==> src/logic/wb_pkg.sv <==
package wb_pkg;

  localparam int WB_MODE_CR     = 0;
  localparam int WB_CAL_STB_CR  = 1;
  localparam int WB_MAN_SEL_CR  = 2;
  localparam int WB_MAN_COEF_CR = 3;
  localparam int WB_MAN_LOCK_CR = 4;
  localparam int TOTAL_CSR_CNT  = 5;

  localparam int AXI_ADDR_W = 32;
  localparam int AXI_DATA_W = 32;

  localparam int               MODE_W      = 2;
  localparam logic [MODE_W-1:0] MODE_BYPASS = 2'd0;
  localparam logic [MODE_W-1:0] MODE_MANUAL = 2'd1;
  localparam logic [MODE_W-1:0] MODE_AUTO   = 2'd2;

  localparam int PIX_W = 8;

  // gains are unsigned q4.12.
  localparam int                COEF_W    = 16;
  localparam int                COEF_FRAC = 12;
  localparam logic [COEF_W-1:0] COEF_ONE  = 16'd4096;

  localparam int CAL_PIX_CNT = 64;
  localparam int SUM_W       = 14; // 64 * 255 fits.
  localparam int DIV_STEPS   = 26; // one step per dividend bit.

endpackage

==> src/logic/axi4_lite_if.sv <==
interface axi4_lite_if;

  import wb_pkg::*;

  logic [AXI_ADDR_W-1:0]   awaddr;
  logic                    awvalid;
  logic                    awready;
  logic [AXI_DATA_W-1:0]   wdata;
  logic [AXI_DATA_W/8-1:0] wstrb;
  logic                    wvalid;
  logic                    wready;
  logic                    bvalid;
  logic                    bready;
  logic [1:0]              bresp;
  logic [AXI_ADDR_W-1:0]   araddr;
  logic                    arvalid;
  logic                    arready;
  logic [AXI_DATA_W-1:0]   rdata;
  logic                    rvalid;
  logic                    rready;
  logic [1:0]              rresp;

  modport master (
    output awaddr, awvalid, wdata, wstrb, wvalid, bready, araddr, arvalid, rready,
    input  awready, wready, bvalid, bresp, arready, rdata, rvalid, rresp
  );

  modport slave (
    input  awaddr, awvalid, wdata, wstrb, wvalid, bready, araddr, arvalid, rready,
    output awready, wready, bvalid, bresp, arready, rdata, rvalid, rresp
  );

endinterface

==> src/logic/wb_ctrl_if.sv <==
interface wb_ctrl_if;

  import wb_pkg::*;

  logic [MODE_W-1:0] mode;
  logic              cal_stb;  // one cycle pulse.
  logic [1:0]        man_sel;
  logic [COEF_W-1:0] man_coef;
  logic              man_lock;

  modport master (output mode, cal_stb, man_sel, man_coef, man_lock);
  modport slave  (input  mode, cal_stb, man_sel, man_coef, man_lock);

endinterface

==> src/logic/wb_coef_bank.sv <==
module wb_coef_bank (
  input                             clk_i,
  input                             rst_i,
  wb_ctrl_if.slave                  ctrl_i,
  input        [wb_pkg::COEF_W-1:0] auto_gain_r_i,
  input        [wb_pkg::COEF_W-1:0] auto_gain_b_i,
  input                             cal_done_i,
  output logic [wb_pkg::COEF_W-1:0] gain_r_o,
  output logic [wb_pkg::COEF_W-1:0] gain_g_o,
  output logic [wb_pkg::COEF_W-1:0] gain_b_o
);

import wb_pkg::*;

logic [COEF_W-1:0] auto_r;
logic [COEF_W-1:0] auto_b;
logic [COEF_W-1:0] man_r;
logic [COEF_W-1:0] man_g;
logic [COEF_W-1:0] man_b;
logic              man_lock_d1;
logic              lock_rise;

assign lock_rise = ctrl_i.man_lock && !man_lock_d1;

always_ff @( posedge clk_i, posedge rst_i )
  if( rst_i )
    begin
      auto_r      <= COEF_ONE;
      auto_b      <= COEF_ONE;
      man_r       <= COEF_ONE;
      man_g       <= COEF_ONE;
      man_b       <= COEF_ONE;
      man_lock_d1 <= 1'b0;
    end
  else
    begin
      man_lock_d1 <= ctrl_i.man_lock;
      if( cal_done_i )
        begin
          auto_r <= auto_gain_r_i;
          auto_b <= auto_gain_b_i;
        end
      if( lock_rise )
        case( ctrl_i.man_sel )
          2'd0:    man_r <= ctrl_i.man_coef;
          2'd1:    man_g <= ctrl_i.man_coef;
          2'd2:    man_b <= ctrl_i.man_coef;
          default:; // sel 3 loads nothing.
        endcase
    end

always_comb
  case( ctrl_i.mode )
    MODE_MANUAL:
      begin
        gain_r_o = man_r;
        gain_g_o = man_g;
        gain_b_o = man_b;
      end
    MODE_AUTO:
      begin
        gain_r_o = auto_r;
        gain_g_o = COEF_ONE; // green is the reference.
        gain_b_o = auto_b;
      end
    default:
      begin
        gain_r_o = COEF_ONE;
        gain_g_o = COEF_ONE;
        gain_b_o = COEF_ONE;
      end
  endcase

endmodule

==> src/logic/wb_gain_estimator.sv <==
module wb_gain_estimator (
  input                              clk_i,
  input                              rst_i,
  wb_ctrl_if.slave                   ctrl_i,
  input        [3*wb_pkg::PIX_W-1:0] pix_i,
  input                              pix_valid_i,
  output logic [wb_pkg::COEF_W-1:0]  auto_gain_r_o,
  output logic [wb_pkg::COEF_W-1:0]  auto_gain_b_o,
  output logic                       cal_done_o
);

import wb_pkg::*;

localparam int DVD_W  = SUM_W + COEF_FRAC;
localparam int CNT_W  = $clog2( CAL_PIX_CNT );
localparam int STEP_W = $clog2( DIV_STEPS );

typedef enum logic [1:0] { ST_IDLE, ST_ACC, ST_DIV } state_t;

state_t            state;
logic [CNT_W-1:0]  pix_cnt;
logic [STEP_W-1:0] step_cnt;
logic              div_blue;
logic              last_pix;
logic              last_step;
logic [SUM_W-1:0]  sum_r;
logic [SUM_W-1:0]  sum_g;
logic [SUM_W-1:0]  sum_b;
logic [SUM_W-1:0]  sum_r_nxt;
logic [SUM_W-1:0]  sum_g_nxt;
logic [SUM_W-1:0]  sum_b_nxt;
logic [SUM_W-1:0]  rem;
logic [SUM_W-1:0]  rem_nxt;
logic [DVD_W-1:0]  dvd;
logic [DVD_W-1:0]  quo;
logic [SUM_W-1:0]  divisor;
logic [SUM_W:0]    trial;
logic              q_bit;
logic [COEF_W-1:0] gain;

// pixel is {r, g, b}.
assign sum_r_nxt = sum_r + SUM_W'( pix_i[2*PIX_W +: PIX_W] );
assign sum_g_nxt = sum_g + SUM_W'( pix_i[PIX_W +: PIX_W] );
assign sum_b_nxt = sum_b + SUM_W'( pix_i[0 +: PIX_W] );

assign last_pix  = ( state == ST_ACC ) && pix_valid_i && ( pix_cnt == CNT_W'( CAL_PIX_CNT - 1 ) );
assign last_step = ( state == ST_DIV ) && ( step_cnt == STEP_W'( DIV_STEPS - 1 ) );

// restoring step; quotient bits shift into dvd from the bottom.
assign divisor = div_blue ? sum_b : sum_r;
assign trial   = { rem, dvd[DVD_W-1] };
assign q_bit   = trial >= { 1'b0, divisor };
assign rem_nxt = q_bit ? SUM_W'( trial - { 1'b0, divisor } ) : trial[SUM_W-1:0];
assign quo     = { dvd[DVD_W-2:0], q_bit };

always_comb
  if( divisor == '0 )
    gain = COEF_ONE;
  else
    if( |quo[DVD_W-1:COEF_W] )
      gain = '1; // clip to 65535.
    else
      gain = quo[COEF_W-1:0];

always_ff @( posedge clk_i, posedge rst_i )
  if( rst_i )
    begin
      state         <= ST_IDLE;
      pix_cnt       <= '0;
      step_cnt      <= '0;
      div_blue      <= 1'b0;
      cal_done_o    <= 1'b0;
      auto_gain_r_o <= COEF_ONE;
      auto_gain_b_o <= COEF_ONE;
    end
  else
    begin
      cal_done_o <= 1'b0;
      if( ctrl_i.cal_stb )
        begin
          state   <= ST_ACC; // also restarts a busy calibration.
          pix_cnt <= '0;
        end
      else
        case( state )
          ST_ACC:
            if( pix_valid_i )
              begin
                pix_cnt <= pix_cnt + 1'b1;
                if( last_pix )
                  begin
                    state    <= ST_DIV;
                    step_cnt <= '0;
                    div_blue <= 1'b0;
                  end
              end
          ST_DIV:
            if( last_step )
              begin
                step_cnt <= '0;
                div_blue <= 1'b1;
                if( div_blue )
                  begin
                    auto_gain_b_o <= gain;
                    cal_done_o    <= 1'b1;
                    state         <= ST_IDLE;
                  end
                else
                  auto_gain_r_o <= gain;
              end
            else
              step_cnt <= step_cnt + 1'b1;
          default:;
        endcase
    end

always_ff @( posedge clk_i )
  if( ctrl_i.cal_stb )
    begin
      sum_r <= '0;
      sum_g <= '0;
      sum_b <= '0;
    end
  else
    if( ( state == ST_ACC ) && pix_valid_i )
      begin
        sum_r <= sum_r_nxt;
        sum_g <= sum_g_nxt;
        sum_b <= sum_b_nxt;
        if( last_pix )
          begin
            rem <= '0;
            dvd <= { sum_g_nxt, { COEF_FRAC{ 1'b0 } } };
          end
      end
    else
      if( state == ST_DIV )
        if( last_step )
          begin
            rem <= '0; // reload for the blue pass.
            dvd <= { sum_g, { COEF_FRAC{ 1'b0 } } };
          end
        else
          begin
            rem <= rem_nxt;
            dvd <= quo;
          end

endmodule

==> src/logic/wb_pixel_scaler.sv <==
module wb_pixel_scaler (
  input                              clk_i,
  input                              rst_i,
  input        [3*wb_pkg::PIX_W-1:0] pix_i,
  input                              pix_valid_i,
  input        [wb_pkg::COEF_W-1:0]  gain_r_i,
  input        [wb_pkg::COEF_W-1:0]  gain_g_i,
  input        [wb_pkg::COEF_W-1:0]  gain_b_i,
  output logic [3*wb_pkg::PIX_W-1:0] pix_o,
  output logic                       pix_valid_o
);

import wb_pkg::*;

localparam int PROD_W = PIX_W + COEF_W;
localparam int RND_W  = PROD_W - COEF_FRAC;

logic [COEF_W-1:0]  gain [3];
logic [3*PIX_W-1:0] scaled;

assign gain[2] = gain_r_i;
assign gain[1] = gain_g_i;
assign gain[0] = gain_b_i;

for( genvar c = 0; c < 3; c++ )
  begin : g_chan
    logic [PROD_W-1:0] prod;
    logic [PROD_W-1:0] prod_rnd;
    logic [RND_W-1:0]  rnd;

    assign prod     = pix_i[c*PIX_W +: PIX_W] * gain[c];
    assign prod_rnd = prod + PROD_W'( 1 << ( COEF_FRAC - 1 ) ); // round half up.
    assign rnd      = prod_rnd[PROD_W-1:COEF_FRAC];

    assign scaled[c*PIX_W +: PIX_W] = ( |rnd[RND_W-1:PIX_W] ) ? '1 : rnd[PIX_W-1:0];
  end

always_ff @( posedge clk_i, posedge rst_i )
  if( rst_i )
    pix_valid_o <= 1'b0;
  else
    pix_valid_o <= pix_valid_i;

always_ff @( posedge clk_i )
  pix_o <= scaled;

endmodule

==> src/logic/wb_top.sv <==
module wb_top #(
  parameter logic [wb_pkg::AXI_ADDR_W-1:0] BASE_ADDR = '0
)(
  input                                clk_i,
  input                                rst_i,
  input  [wb_pkg::AXI_ADDR_W-1:0]      s_awaddr_i,
  input                                s_awvalid_i,
  output                               s_awready_o,
  input  [wb_pkg::AXI_DATA_W-1:0]      s_wdata_i,
  input  [wb_pkg::AXI_DATA_W/8-1:0]    s_wstrb_i,
  input                                s_wvalid_i,
  output                               s_wready_o,
  output                               s_bvalid_o,
  input                                s_bready_i,
  output [1:0]                         s_bresp_o,
  input  [wb_pkg::AXI_ADDR_W-1:0]      s_araddr_i,
  input                                s_arvalid_i,
  output                               s_arready_o,
  output [wb_pkg::AXI_DATA_W-1:0]      s_rdata_o,
  output                               s_rvalid_o,
  input                                s_rready_i,
  output [1:0]                         s_rresp_o,
  input  [3*wb_pkg::PIX_W-1:0]         pix_i,
  input                                pix_valid_i,
  output [3*wb_pkg::PIX_W-1:0]         pix_o,
  output                               pix_valid_o
);

import wb_pkg::*;

logic [COEF_W-1:0] auto_gain_r;
logic [COEF_W-1:0] auto_gain_b;
logic              cal_done;
logic [COEF_W-1:0] gain_r;
logic [COEF_W-1:0] gain_g;
logic [COEF_W-1:0] gain_b;

axi4_lite_if axi_if();
wb_ctrl_if   ctrl_if();

assign axi_if.awaddr  = s_awaddr_i;
assign axi_if.awvalid = s_awvalid_i;
assign axi_if.wdata   = s_wdata_i;
assign axi_if.wstrb   = s_wstrb_i;
assign axi_if.wvalid  = s_wvalid_i;
assign axi_if.bready  = s_bready_i;
assign axi_if.araddr  = s_araddr_i;
assign axi_if.arvalid = s_arvalid_i;
assign axi_if.rready  = s_rready_i;
assign s_awready_o    = axi_if.awready;
assign s_wready_o     = axi_if.wready;
assign s_bvalid_o     = axi_if.bvalid;
assign s_bresp_o      = axi_if.bresp;
assign s_arready_o    = axi_if.arready;
assign s_rdata_o      = axi_if.rdata;
assign s_rvalid_o     = axi_if.rvalid;
assign s_rresp_o      = axi_if.rresp;

white_balance_corrector_csr #(
  .BASE_ADDR ( BASE_ADDR )
) u_csr (
  .clk_i     ( clk_i     ),
  .rst_i     ( rst_i     ),
  .csr_i     ( axi_if    ),
  .wb_ctrl_o ( ctrl_if   )
);

wb_gain_estimator u_estimator (
  .clk_i         ( clk_i       ),
  .rst_i         ( rst_i       ),
  .ctrl_i        ( ctrl_if     ),
  .pix_i         ( pix_i       ),
  .pix_valid_i   ( pix_valid_i ),
  .auto_gain_r_o ( auto_gain_r ),
  .auto_gain_b_o ( auto_gain_b ),
  .cal_done_o    ( cal_done    )
);

wb_coef_bank u_bank (
  .clk_i         ( clk_i       ),
  .rst_i         ( rst_i       ),
  .ctrl_i        ( ctrl_if     ),
  .auto_gain_r_i ( auto_gain_r ),
  .auto_gain_b_i ( auto_gain_b ),
  .cal_done_i    ( cal_done    ),
  .gain_r_o      ( gain_r      ),
  .gain_g_o      ( gain_g      ),
  .gain_b_o      ( gain_b      )
);

wb_pixel_scaler u_scaler (
  .clk_i       ( clk_i       ),
  .rst_i       ( rst_i       ),
  .pix_i       ( pix_i       ),
  .pix_valid_i ( pix_valid_i ),
  .gain_r_i    ( gain_r      ),
  .gain_g_i    ( gain_g      ),
  .gain_b_i    ( gain_b      ),
  .pix_o       ( pix_o       ),
  .pix_valid_o ( pix_valid_o )
);

endmodule

==> src/logic/white_balance_corrector_csr.sv <==
module white_balance_corrector_csr #(
  parameter logic [wb_pkg::AXI_ADDR_W-1:0] BASE_ADDR = '0
)(
  input              clk_i,
  input              rst_i,
  axi4_lite_if.slave csr_i,
  wb_ctrl_if.master  wb_ctrl_o
);

import wb_pkg::*;

localparam int IDX_W  = $clog2( TOTAL_CSR_CNT );
localparam int STRB_W = AXI_DATA_W / 8;

logic [AXI_ADDR_W-1:0] wr_offs;
logic [AXI_ADDR_W-1:0] rd_offs;
logic                  wr_addr_match;
logic                  rd_addr_match;
logic                  aw_hs;
logic                  w_hs;
logic                  ar_hs;
logic                  b_hs;
logic                  r_hs;
logic                  aw_done;
logic                  w_done;
logic                  wr_req;
logic [IDX_W-1:0]      wr_idx;
logic [IDX_W-1:0]      rd_idx;
logic [AXI_DATA_W-1:0] wdata_lock;
logic [STRB_W-1:0]     wstrb_lock;
logic [AXI_DATA_W-1:0] rd_word;

logic [MODE_W-1:0]     mode_cr;
logic                  cal_stb_cr;
logic                  cal_stb_d1;
logic [1:0]            man_sel_cr;
logic [AXI_DATA_W-1:0] man_coef_cr;
logic                  man_lock_cr;

assign wr_offs       = csr_i.awaddr - BASE_ADDR;
assign rd_offs       = csr_i.araddr - BASE_ADDR;
assign wr_addr_match = ( csr_i.awaddr >= BASE_ADDR ) && ( ( wr_offs >> 2 ) < TOTAL_CSR_CNT );
assign rd_addr_match = ( csr_i.araddr >= BASE_ADDR ) && ( ( rd_offs >> 2 ) < TOTAL_CSR_CNT );
assign rd_idx        = IDX_W'( rd_offs >> 2 );

// one write in flight; the phase already taken holds its ready low.
assign csr_i.awready = !aw_done && !csr_i.bvalid && wr_addr_match;
assign csr_i.wready  = !w_done && !csr_i.bvalid && !( csr_i.awvalid && !wr_addr_match );
assign csr_i.arready = 1'b1;
assign csr_i.bresp   = 2'b00;
assign csr_i.rresp   = 2'b00;

assign aw_hs  = csr_i.awvalid && csr_i.awready;
assign w_hs   = csr_i.wvalid && csr_i.wready;
assign ar_hs  = csr_i.arvalid && rd_addr_match && !csr_i.rvalid;
assign b_hs   = csr_i.bvalid && csr_i.bready;
assign r_hs   = csr_i.rvalid && csr_i.rready;
assign wr_req = aw_done && w_done;

always_ff @( posedge clk_i, posedge rst_i )
  if( rst_i )
    begin
      aw_done <= 1'b0;
      w_done  <= 1'b0;
    end
  else
    if( wr_req )
      begin
        aw_done <= 1'b0;
        w_done  <= 1'b0;
      end
    else
      begin
        if( aw_hs )
          aw_done <= 1'b1;
        if( w_hs )
          w_done <= 1'b1;
      end

always_ff @( posedge clk_i )
  begin
    if( aw_hs )
      wr_idx <= IDX_W'( wr_offs >> 2 );
    if( w_hs )
      begin
        wdata_lock <= csr_i.wdata;
        wstrb_lock <= csr_i.wstrb;
      end
  end

always_ff @( posedge clk_i, posedge rst_i )
  if( rst_i )
    begin
      mode_cr     <= MODE_AUTO;
      cal_stb_cr  <= 1'b0;
      man_sel_cr  <= 2'd0;
      man_coef_cr <= '0;
      man_lock_cr <= 1'b0;
    end
  else
    if( wr_req )
      case( wr_idx )
        WB_MODE_CR:
          if( wstrb_lock[0] )
            mode_cr <= wdata_lock[MODE_W-1:0];
        WB_CAL_STB_CR:
          if( wstrb_lock[0] )
            cal_stb_cr <= wdata_lock[0];
        WB_MAN_SEL_CR:
          if( wstrb_lock[0] )
            man_sel_cr <= wdata_lock[1:0];
        WB_MAN_COEF_CR:
          for( int i = 0; i < STRB_W; i++ )
            if( wstrb_lock[i] )
              man_coef_cr[i*8 +: 8] <= wdata_lock[i*8 +: 8];
        WB_MAN_LOCK_CR:
          if( wstrb_lock[0] )
            man_lock_cr <= wdata_lock[0];
        default:;
      endcase

always_ff @( posedge clk_i, posedge rst_i )
  if( rst_i )
    csr_i.bvalid <= 1'b0;
  else
    if( wr_req )
      csr_i.bvalid <= 1'b1;
    else
      if( b_hs )
        csr_i.bvalid <= 1'b0;

always_comb
  case( rd_idx )
    WB_MODE_CR:     rd_word = AXI_DATA_W'( mode_cr );
    WB_CAL_STB_CR:  rd_word = AXI_DATA_W'( cal_stb_cr );
    WB_MAN_SEL_CR:  rd_word = AXI_DATA_W'( man_sel_cr );
    WB_MAN_COEF_CR: rd_word = man_coef_cr;
    WB_MAN_LOCK_CR: rd_word = AXI_DATA_W'( man_lock_cr );
    default:        rd_word = '0;
  endcase

always_ff @( posedge clk_i, posedge rst_i )
  if( rst_i )
    csr_i.rvalid <= 1'b0;
  else
    if( ar_hs )
      csr_i.rvalid <= 1'b1;
    else
      if( r_hs )
        csr_i.rvalid <= 1'b0;

// held until the next accepted read.
always_ff @( posedge clk_i )
  if( ar_hs )
    csr_i.rdata <= rd_word;

always_ff @( posedge clk_i, posedge rst_i )
  if( rst_i )
    cal_stb_d1 <= 1'b0;
  else
    cal_stb_d1 <= cal_stb_cr;

assign wb_ctrl_o.mode     = mode_cr;
assign wb_ctrl_o.cal_stb  = cal_stb_cr && !cal_stb_d1;
assign wb_ctrl_o.man_sel  = man_sel_cr;
assign wb_ctrl_o.man_coef = man_coef_cr[COEF_W-1:0];
assign wb_ctrl_o.man_lock = man_lock_cr;

endmodule

==> config.mk <==
export PLATFORM = sky130hd
export DESIGN_NAME = wb_top
export DESIGN_NICKNAME = d
export VERILOG_FILES = /design/src/logic/wb_pkg.sv /design/src/logic/axi4_lite_if.sv /design/src/logic/wb_ctrl_if.sv /design/src/logic/wb_coef_bank.sv /design/src/logic/wb_gain_estimator.sv /design/src/logic/wb_pixel_scaler.sv /design/src/logic/wb_top.sv /design/src/logic/white_balance_corrector_csr.sv
export SDC_FILE = /design/constraint.sdc
export NUM_CORES = 1
export LEC_CHECK = 0
export ABC_CLOCK_PERIOD_IN_PS = 18400
export BUFFER_PORTS_ARGS = -buffer_cell sky130_fd_sc_hd__clkbuf_2
export CAP_MARGIN = 20
export CORE_ASPECT_RATIO = 1.75
export CORE_MARGIN = 2
export CORE_UTILIZATION = 65
export DETAILED_ROUTE_END_ITERATION = 10
export GPL_ROUTABILITY_DRIVEN = 0
export HOLD_SLACK_MARGIN = 0.08
export PLACE_DENSITY = 0.87
export RECOVER_POWER = 25
export SYNTH_ARGS = -nofsm -noshare
export SYNTH_HDL_FRONTEND = slang
export SYNTH_SLANG_ARGS = --single-unit
==> constraint.sdc <==
create_clock -name clk_i -period 18.4 [get_ports clk_i]
set_input_delay 0.92 -clock clk_i [delete_from_list [all_inputs] [get_ports clk_i]]
set_output_delay 0.92 -clock clk_i [all_outputs]
set_load 0.05 [all_outputs]
* Word-level counts from Yosys, hierarchy flattened *
Index checks and enable logic that the tools add are counted.

word-level totals
  output and inout port bits = 66
  register bits after elaboration = 349
  logic and storage cells = 189
  input bits = 132

cells by class
  eq/ne operators = 24
  reduce and logical (&&, ||, !) cells = 62
  muxes and demuxes = 45
  bitwise operators = 2
  $mul = 3
  $add $sub $neg = 9
  magnitude comparators = 5

operator list
  operator                                                             number
  one-hot mux 32 bit (5 select lines)                                  1
  2-to-1 mux 26 bit                                                    4
  2-to-1 mux 14 bit                                                    6
  adder 24 x 12 -> 24 bit (second input constant)                      3
  multiplier 8 x 16 -> 24 bit                                          3
  greater-or-equal comparator 32 x 1 -> 1 bit (second input constant)  2
  one-hot mux 16 bit (2 select lines)                                  2
  < comparator 30 x 3 -> 1 bit (second input constant)                 2
  2-to-1 mux 16 bit                                                    3
  adder 14 x 8 -> 14 bit                                               3
  AND reduction 3 bit                                                  9
  logical AND 1 bit                                                    19
  2-to-1 mux 6 bit                                                     3
  nonzero test 2 bit                                                   8
  greater-or-equal comparator 15 x 14 -> 1 bit                         1
  2-to-1 mux 1 bit                                                     15
  2-to-1 mux 5 bit                                                     3
  zero test 14 bit                                                     1
  subtractor 14 bit                                                    1
  == test 3 x 2 -> 1 bit (second input constant)                       4
  AND reduction 4 bit                                                  3
  OR reduction 4 bit                                                   3
  2-to-1 mux 2 bit                                                     5
  one-hot mux 5 bit (2 select lines)                                   1
  22 further kinds                                                     45

* Depth between registers and ports, before layout *
  depth in word-level cells = 9
  mapped depth = 23
  mapped depth without buffers = 21

* Modules after synthesis *
From an unflattened synthesis, not the netlist that was laid out.

second synthesis, totals
  cell total of the unflattened synthesis = 2,730
  area total of the unflattened synthesis = 28,043.1 um^2

modules (own cells, without submodules)
  module                       cells each  area an instance (um^2)  seq. area each (um^2)  instances
  wb_pixel_scaler              1,415       12,667.1                 505.5                  1
  wb_gain_estimator            775         7,363.3                  3,220.6                1
  white_balance_corrector_csr  273         4,414.2                  3,209.3                1
  wb_coef_bank                 267         3,598.5                  2,033.2                1

* Least setup slack after synthesis *
No wires, ideal clock.

  path kind = register to register
  start = register u_csr.mode_cr[1], in the netlist u_csr.wb_ctrl_o.mode[1]
  end = register u_scaler.pix_o[10] in the netlist's numbering
  buffers on the path = 4
  cell stages (with the launch flop) = 23
  required time = 18,247 ps
  setup time = 153 ps
  clock period less this slack = 5,814 ps
  arrival = 5,661 ps
  setup slack = 12,586 ps
  cell sequence = dfstp_2 > inv_1 > ha_1 > clkbuf_1 > clkbuf_1 > clkbuf_1 > clkbuf_1 > nand3_1 > fa_1 > inv_1 > fa_1 > fa_1 > inv_1 > fa_1 > inv_1 > ha_1 > a21o_1 > a31o_1 > a221o_1 > o21ai_1 > a211oi_1 > nor4b_4 > nand3_1

between the ends
  longest elaborated chain between the ends = 5

RTL lines
  what                           line                                RTL
  start, declared                white_balance_corrector_csr.sv:33   logic [MODE_W-1:0] mode_cr;
  start signal, assigned         white_balance_corrector_csr.sv:105  mode_cr <= wdata_lock[MODE_W-1:0];
  == test 2 x 1 -> 1 bit *       wb_coef_bank.sv:53                  case( ctrl_i.mode )
  2-to-1 mux 16 bit *            wb_coef_bank.sv:53
  multiplier 8 x 16 -> 24 bit *  wb_pixel_scaler.sv:31               assign prod = pix_i[c*PIX_W +: PIX_W] * gain[c];
  adder 24 x 12 -> 24 bit *      wb_pixel_scaler.sv:32               assign prod_rnd = prod + PROD_W'( 1 << ( COEF_FRAC - 1 ) );
  OR reduction 4 bit             wb_pixel_scaler.sv:35               assign scaled[c*PIX_W +: PIX_W] = ( |rnd[RND_W-1:PIX_W] ) ? '1 : rnd[PIX_W-1:0];
  end signal, assigned           wb_pixel_scaler.sv:45               pix_o <= scaled;
  end, declared                  wb_pixel_scaler.sv:9                output logic [3*wb_pkg::PIX_W-1:0] pix_o,

Mark *: on every way between the ends. The rest lies on a longest branch, timed or not.
A chain may end at the register's enable or synchronous reset.

* Final worst setup path *
  start = register u_csr.mode_cr[1], in the netlist u_csr.wb_ctrl_o.mode[1]
  end = register u_scaler.pix_o[21] in the netlist's numbering

between the ends
  longest elaborated chain between the ends = 5
  elaborated cells on any way between the ends = 6
  those cells by class = add/sub: 1; mul: 1; eq/ne: 2; mux: 1; reduce/logical: 1

RTL lines
  what                                                            line
  == test 2 bit / == test 2 x 1 -> 1 bit (equally long branches)  wb_coef_bank.sv:53
  one-hot mux 16 bit (2 select lines) *                           wb_coef_bank.sv:53
  multiplier 8 x 16 -> 24 bit *                                   wb_pixel_scaler.sv:31
  adder 24 x 12 -> 24 bit *                                       wb_pixel_scaler.sv:32
  OR reduction 4 bit                                              wb_pixel_scaler.sv:35

Marked as above.

==> metrics.txt <==
layout cells sized above 1=13.85%; grt met3 use=4.613%; IO Port Bufs=188; maxcap violations=2; max_slew headroom=-149.7%; core area=41,620 µm²; Post-CTS Setup Bufs=0; Avg Cell Area, Syn=10.17 µm²; post-synthesis sequential area ratio=32.80%; worst-skew pair later-pin latency=0.56 ns; final WL=68,310 µm; Yosys cell types=79; initial antenna violation count=2; post-route clock skew=0.01789 ns; FP Rows=99; most common cell after layout, fill and taps aside=inv_1; TritonRoute pass-1 iters=6; met1 Track Usage GR=32.22%; detailed placement HPWL=50,340 µm; area leader, netlist=fa_1; largest net degree at the start of global routing=152; worst setup path class=flip-flop to flip-flop; CTS Hold Buffers Added=0; area delta synth->final=9.532%; worst reg2reg path startpoint=u_csr.wb_ctrl_o.mode[1]; Pleak=0.01465 µW; CP Cell Sequence=inv_1 -> ha_4 -> buf_4 -> buf_16 -> a22oi_1 -> nor2_1 -> and2_1 -> fa_1 -> fa_1 -> fa_1 -> inv_1 -> fa_1 -> inv_1 -> ha_1 -> a2111oi_0 -> o31a_1 -> o21ai_1 -> a41oi_1 -> o21ai_0 -> xnor2_1 -> nand3_1; GRT Util Overall=31.37%; outcome=finished with violations; Placed Area=28,730 µm²; via count=21,210; wire per inst=20.04 µm; Via density=6.224; most used cell, CP=fa_1; final instance area=29,950 µm²; nature of the critical path startpoint=flip-flop; Worst VDD drop=62.40 µV; failing checks=capacitance limit, slew limit; CTS Buffer Depth=3; Fmax=0.1431 GHz; setup violators final=0; unrepaired setup endpoints after global routing=false; pwr dens=54.85 nW/µm²; Worst Path Arrival=7.39 ns; min-delay src=u_csr.wb_ctrl_o.man_lock; Hold/Removal Path Class=flip-flop to flip-flop; Crit path required time=18.80 ns; cts bufs inserted=34; crit path time final=6.988 ns; synthesized instance count=2,688; Max Slew Vio Count=118; Initial DRC Count=1,513; Die Ht=275.3 µm; Power Total=1643 µW; Async SR Flop Fraction=49.28%; number of flops mapped to enable cells by yosys=111; highest-count cells in the layout ignoring fill and taps=inv_1 (341), fa_1 (253), and2_1 (205); post_cts resized=0; CP startpoint=u_csr.wb_ctrl_o.mode[1]; Net count, final=3,412; reg2reg setup slack=11.41 ns; CP max-delay cell=dfstp_2; critical path fanouts, max=91; Root Driver=clkbuf_16; Post-route DRC=0; global route hottest layer=met2; DIE WIDTH=159.0 µm; Starting Density=65.70%; met2 GRT Util=58.58%; number of global-route vias before repair=23,060; die area=43,790 µm²; delay of the slowest critical-path stage=0.56 ns; Synth Flop Type=dfrtp_1; Buf/Inv on CP=5; remaining antenna violation count=0; Reg clk slew, reported paths=0.07 ns; CTS H-tree depth=2; total number of yosys warnings=0; Syn Std Cell Area=27,340 µm²; register bit total from synthesis=349; crit-path leading delay family=adder cells; first-pass GRT wire length=111,100 µm; Final Util=71.96%; I/O Pins=198; top cells by area, synth=fa_1 (19%), dfrtp_1 (15%), edfxtp_1 (12%), ha_1 (9.2%), mux2_2 (4.9%); clk sinks=349; Hold Vio Cnt, Final=0; final worst path period share=37.98%; Worst Tran Pin Value=3.726 ns; Worst setup EP type=flip-flop; total grt overflow=0; setup TNS=0 ns; share of the synthesized area in the top cell type=18.52%; CTS tree=done
-- worst register-to-register path: stages, from the launching register on --
cell and delay, ns:
dfstp_2 0.56, inv_1 0.07, ha_4 0.15, buf_4 0.27, buf_16 0.29, a22oi_1 0.49
nor2_1 0.21, and2_1 0.24, fa_1 0.50, fa_1 0.52, fa_1 0.56, inv_1 0.06
fa_1 0.53, inv_1 0.04, ha_1 0.23, a2111oi_0 0.47, o31a_1 0.30, o21ai_1 0.22
a41oi_1 0.25, o21ai_0 0.14, xnor2_1 0.55, nand3_1 0.17
-- sequential cells by signal, indices dropped and copies added, names as in the netlist, 24 cells and up --
name,count
u_estimator.dvd,26
u_csr.csr_i.rdata,32
u_scaler.pix_o,24
u_csr.man_coef_cr,32
u_csr.wdata_lock,32
-- cell usage after synthesis (all sizes together), types with 5 or more instances --
| cell | count |
|---|---|
| a2111oi | 5 |
| a211oi | 25 |
| a21o | 25 |
| a21oi | 78 |
| a221o | 5 |
| a22oi | 36 |
| a31oi | 10 |
| and2 | 206 |
| and3 | 110 |
| and4 | 6 |
| buf | 19 |
| clkbuf | 89 |
| dfrtp | 164 |
| dfstp | 8 |
| dfxtp | 66 |
| edfxtp | 111 |
| fa | 253 |
| ha | 202 |
| inv | 342 |
| mux2 | 118 |
| mux2i | 26 |
| nand2 | 179 |
| nand2b | 13 |
| nand3 | 82 |
| nand4 | 19 |
| nor2 | 119 |
| nor2b | 21 |
| nor3 | 51 |
| nor3b | 9 |
| nor4 | 20 |
| o211ai | 12 |
| o21a | 15 |
| o21ai | 104 |
| o21bai | 7 |
| o31ai | 9 |
| or3 | 11 |
| xnor2 | 32 |
| xor2 | 26 |
-- per-layer routing --
layer	vias up	share of wire, %
li1	9361	-
met3	346	5.8
met1	10500	34
met5	-	0
met2	1003	53
met4	0	7.0
-- path summary, 6_finish.rpt --
path	end	cells past startpoint
setup / recovery	u_scaler.pix_o[21]	21
hold / removal	u_bank.man_lock_d1	0
setup reg to reg	u_scaler.pix_o[21]	21
hold reg to reg	u_bank.man_lock_d1	0
max in group asynchronous	u_bank.auto_b[12]	4
min in group asynchronous	u_scaler.pix_valid_o	2
-- final cells by class --
class	count	area, µm²
Clock buffer	47	950.9
Antenna cell	2	5.005
Inverter	342	1285
Multi-Input combinational cell	1892	16730
Clock inverter	15	211.5
Fill cell	2783	11670
Tap cell	555	694.4
Timing Repair Buffer	206	1107
Sequential cell	349	8969
-- cells by family after synthesis --
kind of cell,after synthesis,share of synthesized area (%)
simple gates,864,16.71
fa+ha+maj,455,27.77
buf+inv,450,6.265
compound gates,365,8.676
flops,349,32.80
mux,145,5.894
xor+xnor,58,1.858
other cells,2,0.02747
-- power by group --
part	internal, µW	total [µW]	switching [µW]	leakage [µW]
clock	414	741	327	0.000562
sequential	803	806	2.27	0.00382
combinational	28.9	95.7	66.8	0.0103
-- metrics by stage --
stage               hold WS (ns)  instances  setup WS (ns)
floorplan                 0.3889       2691          12.59
global placement          0.4089       3341          11.54
detailed placement        0.4218       3341          11.23
CTS                       0.4367       3403          11.24
global route              0.4527       3408          11.01
finish                    0.4385       3408          11.41
Note: power is estimated with default switching activity, not from simulation.
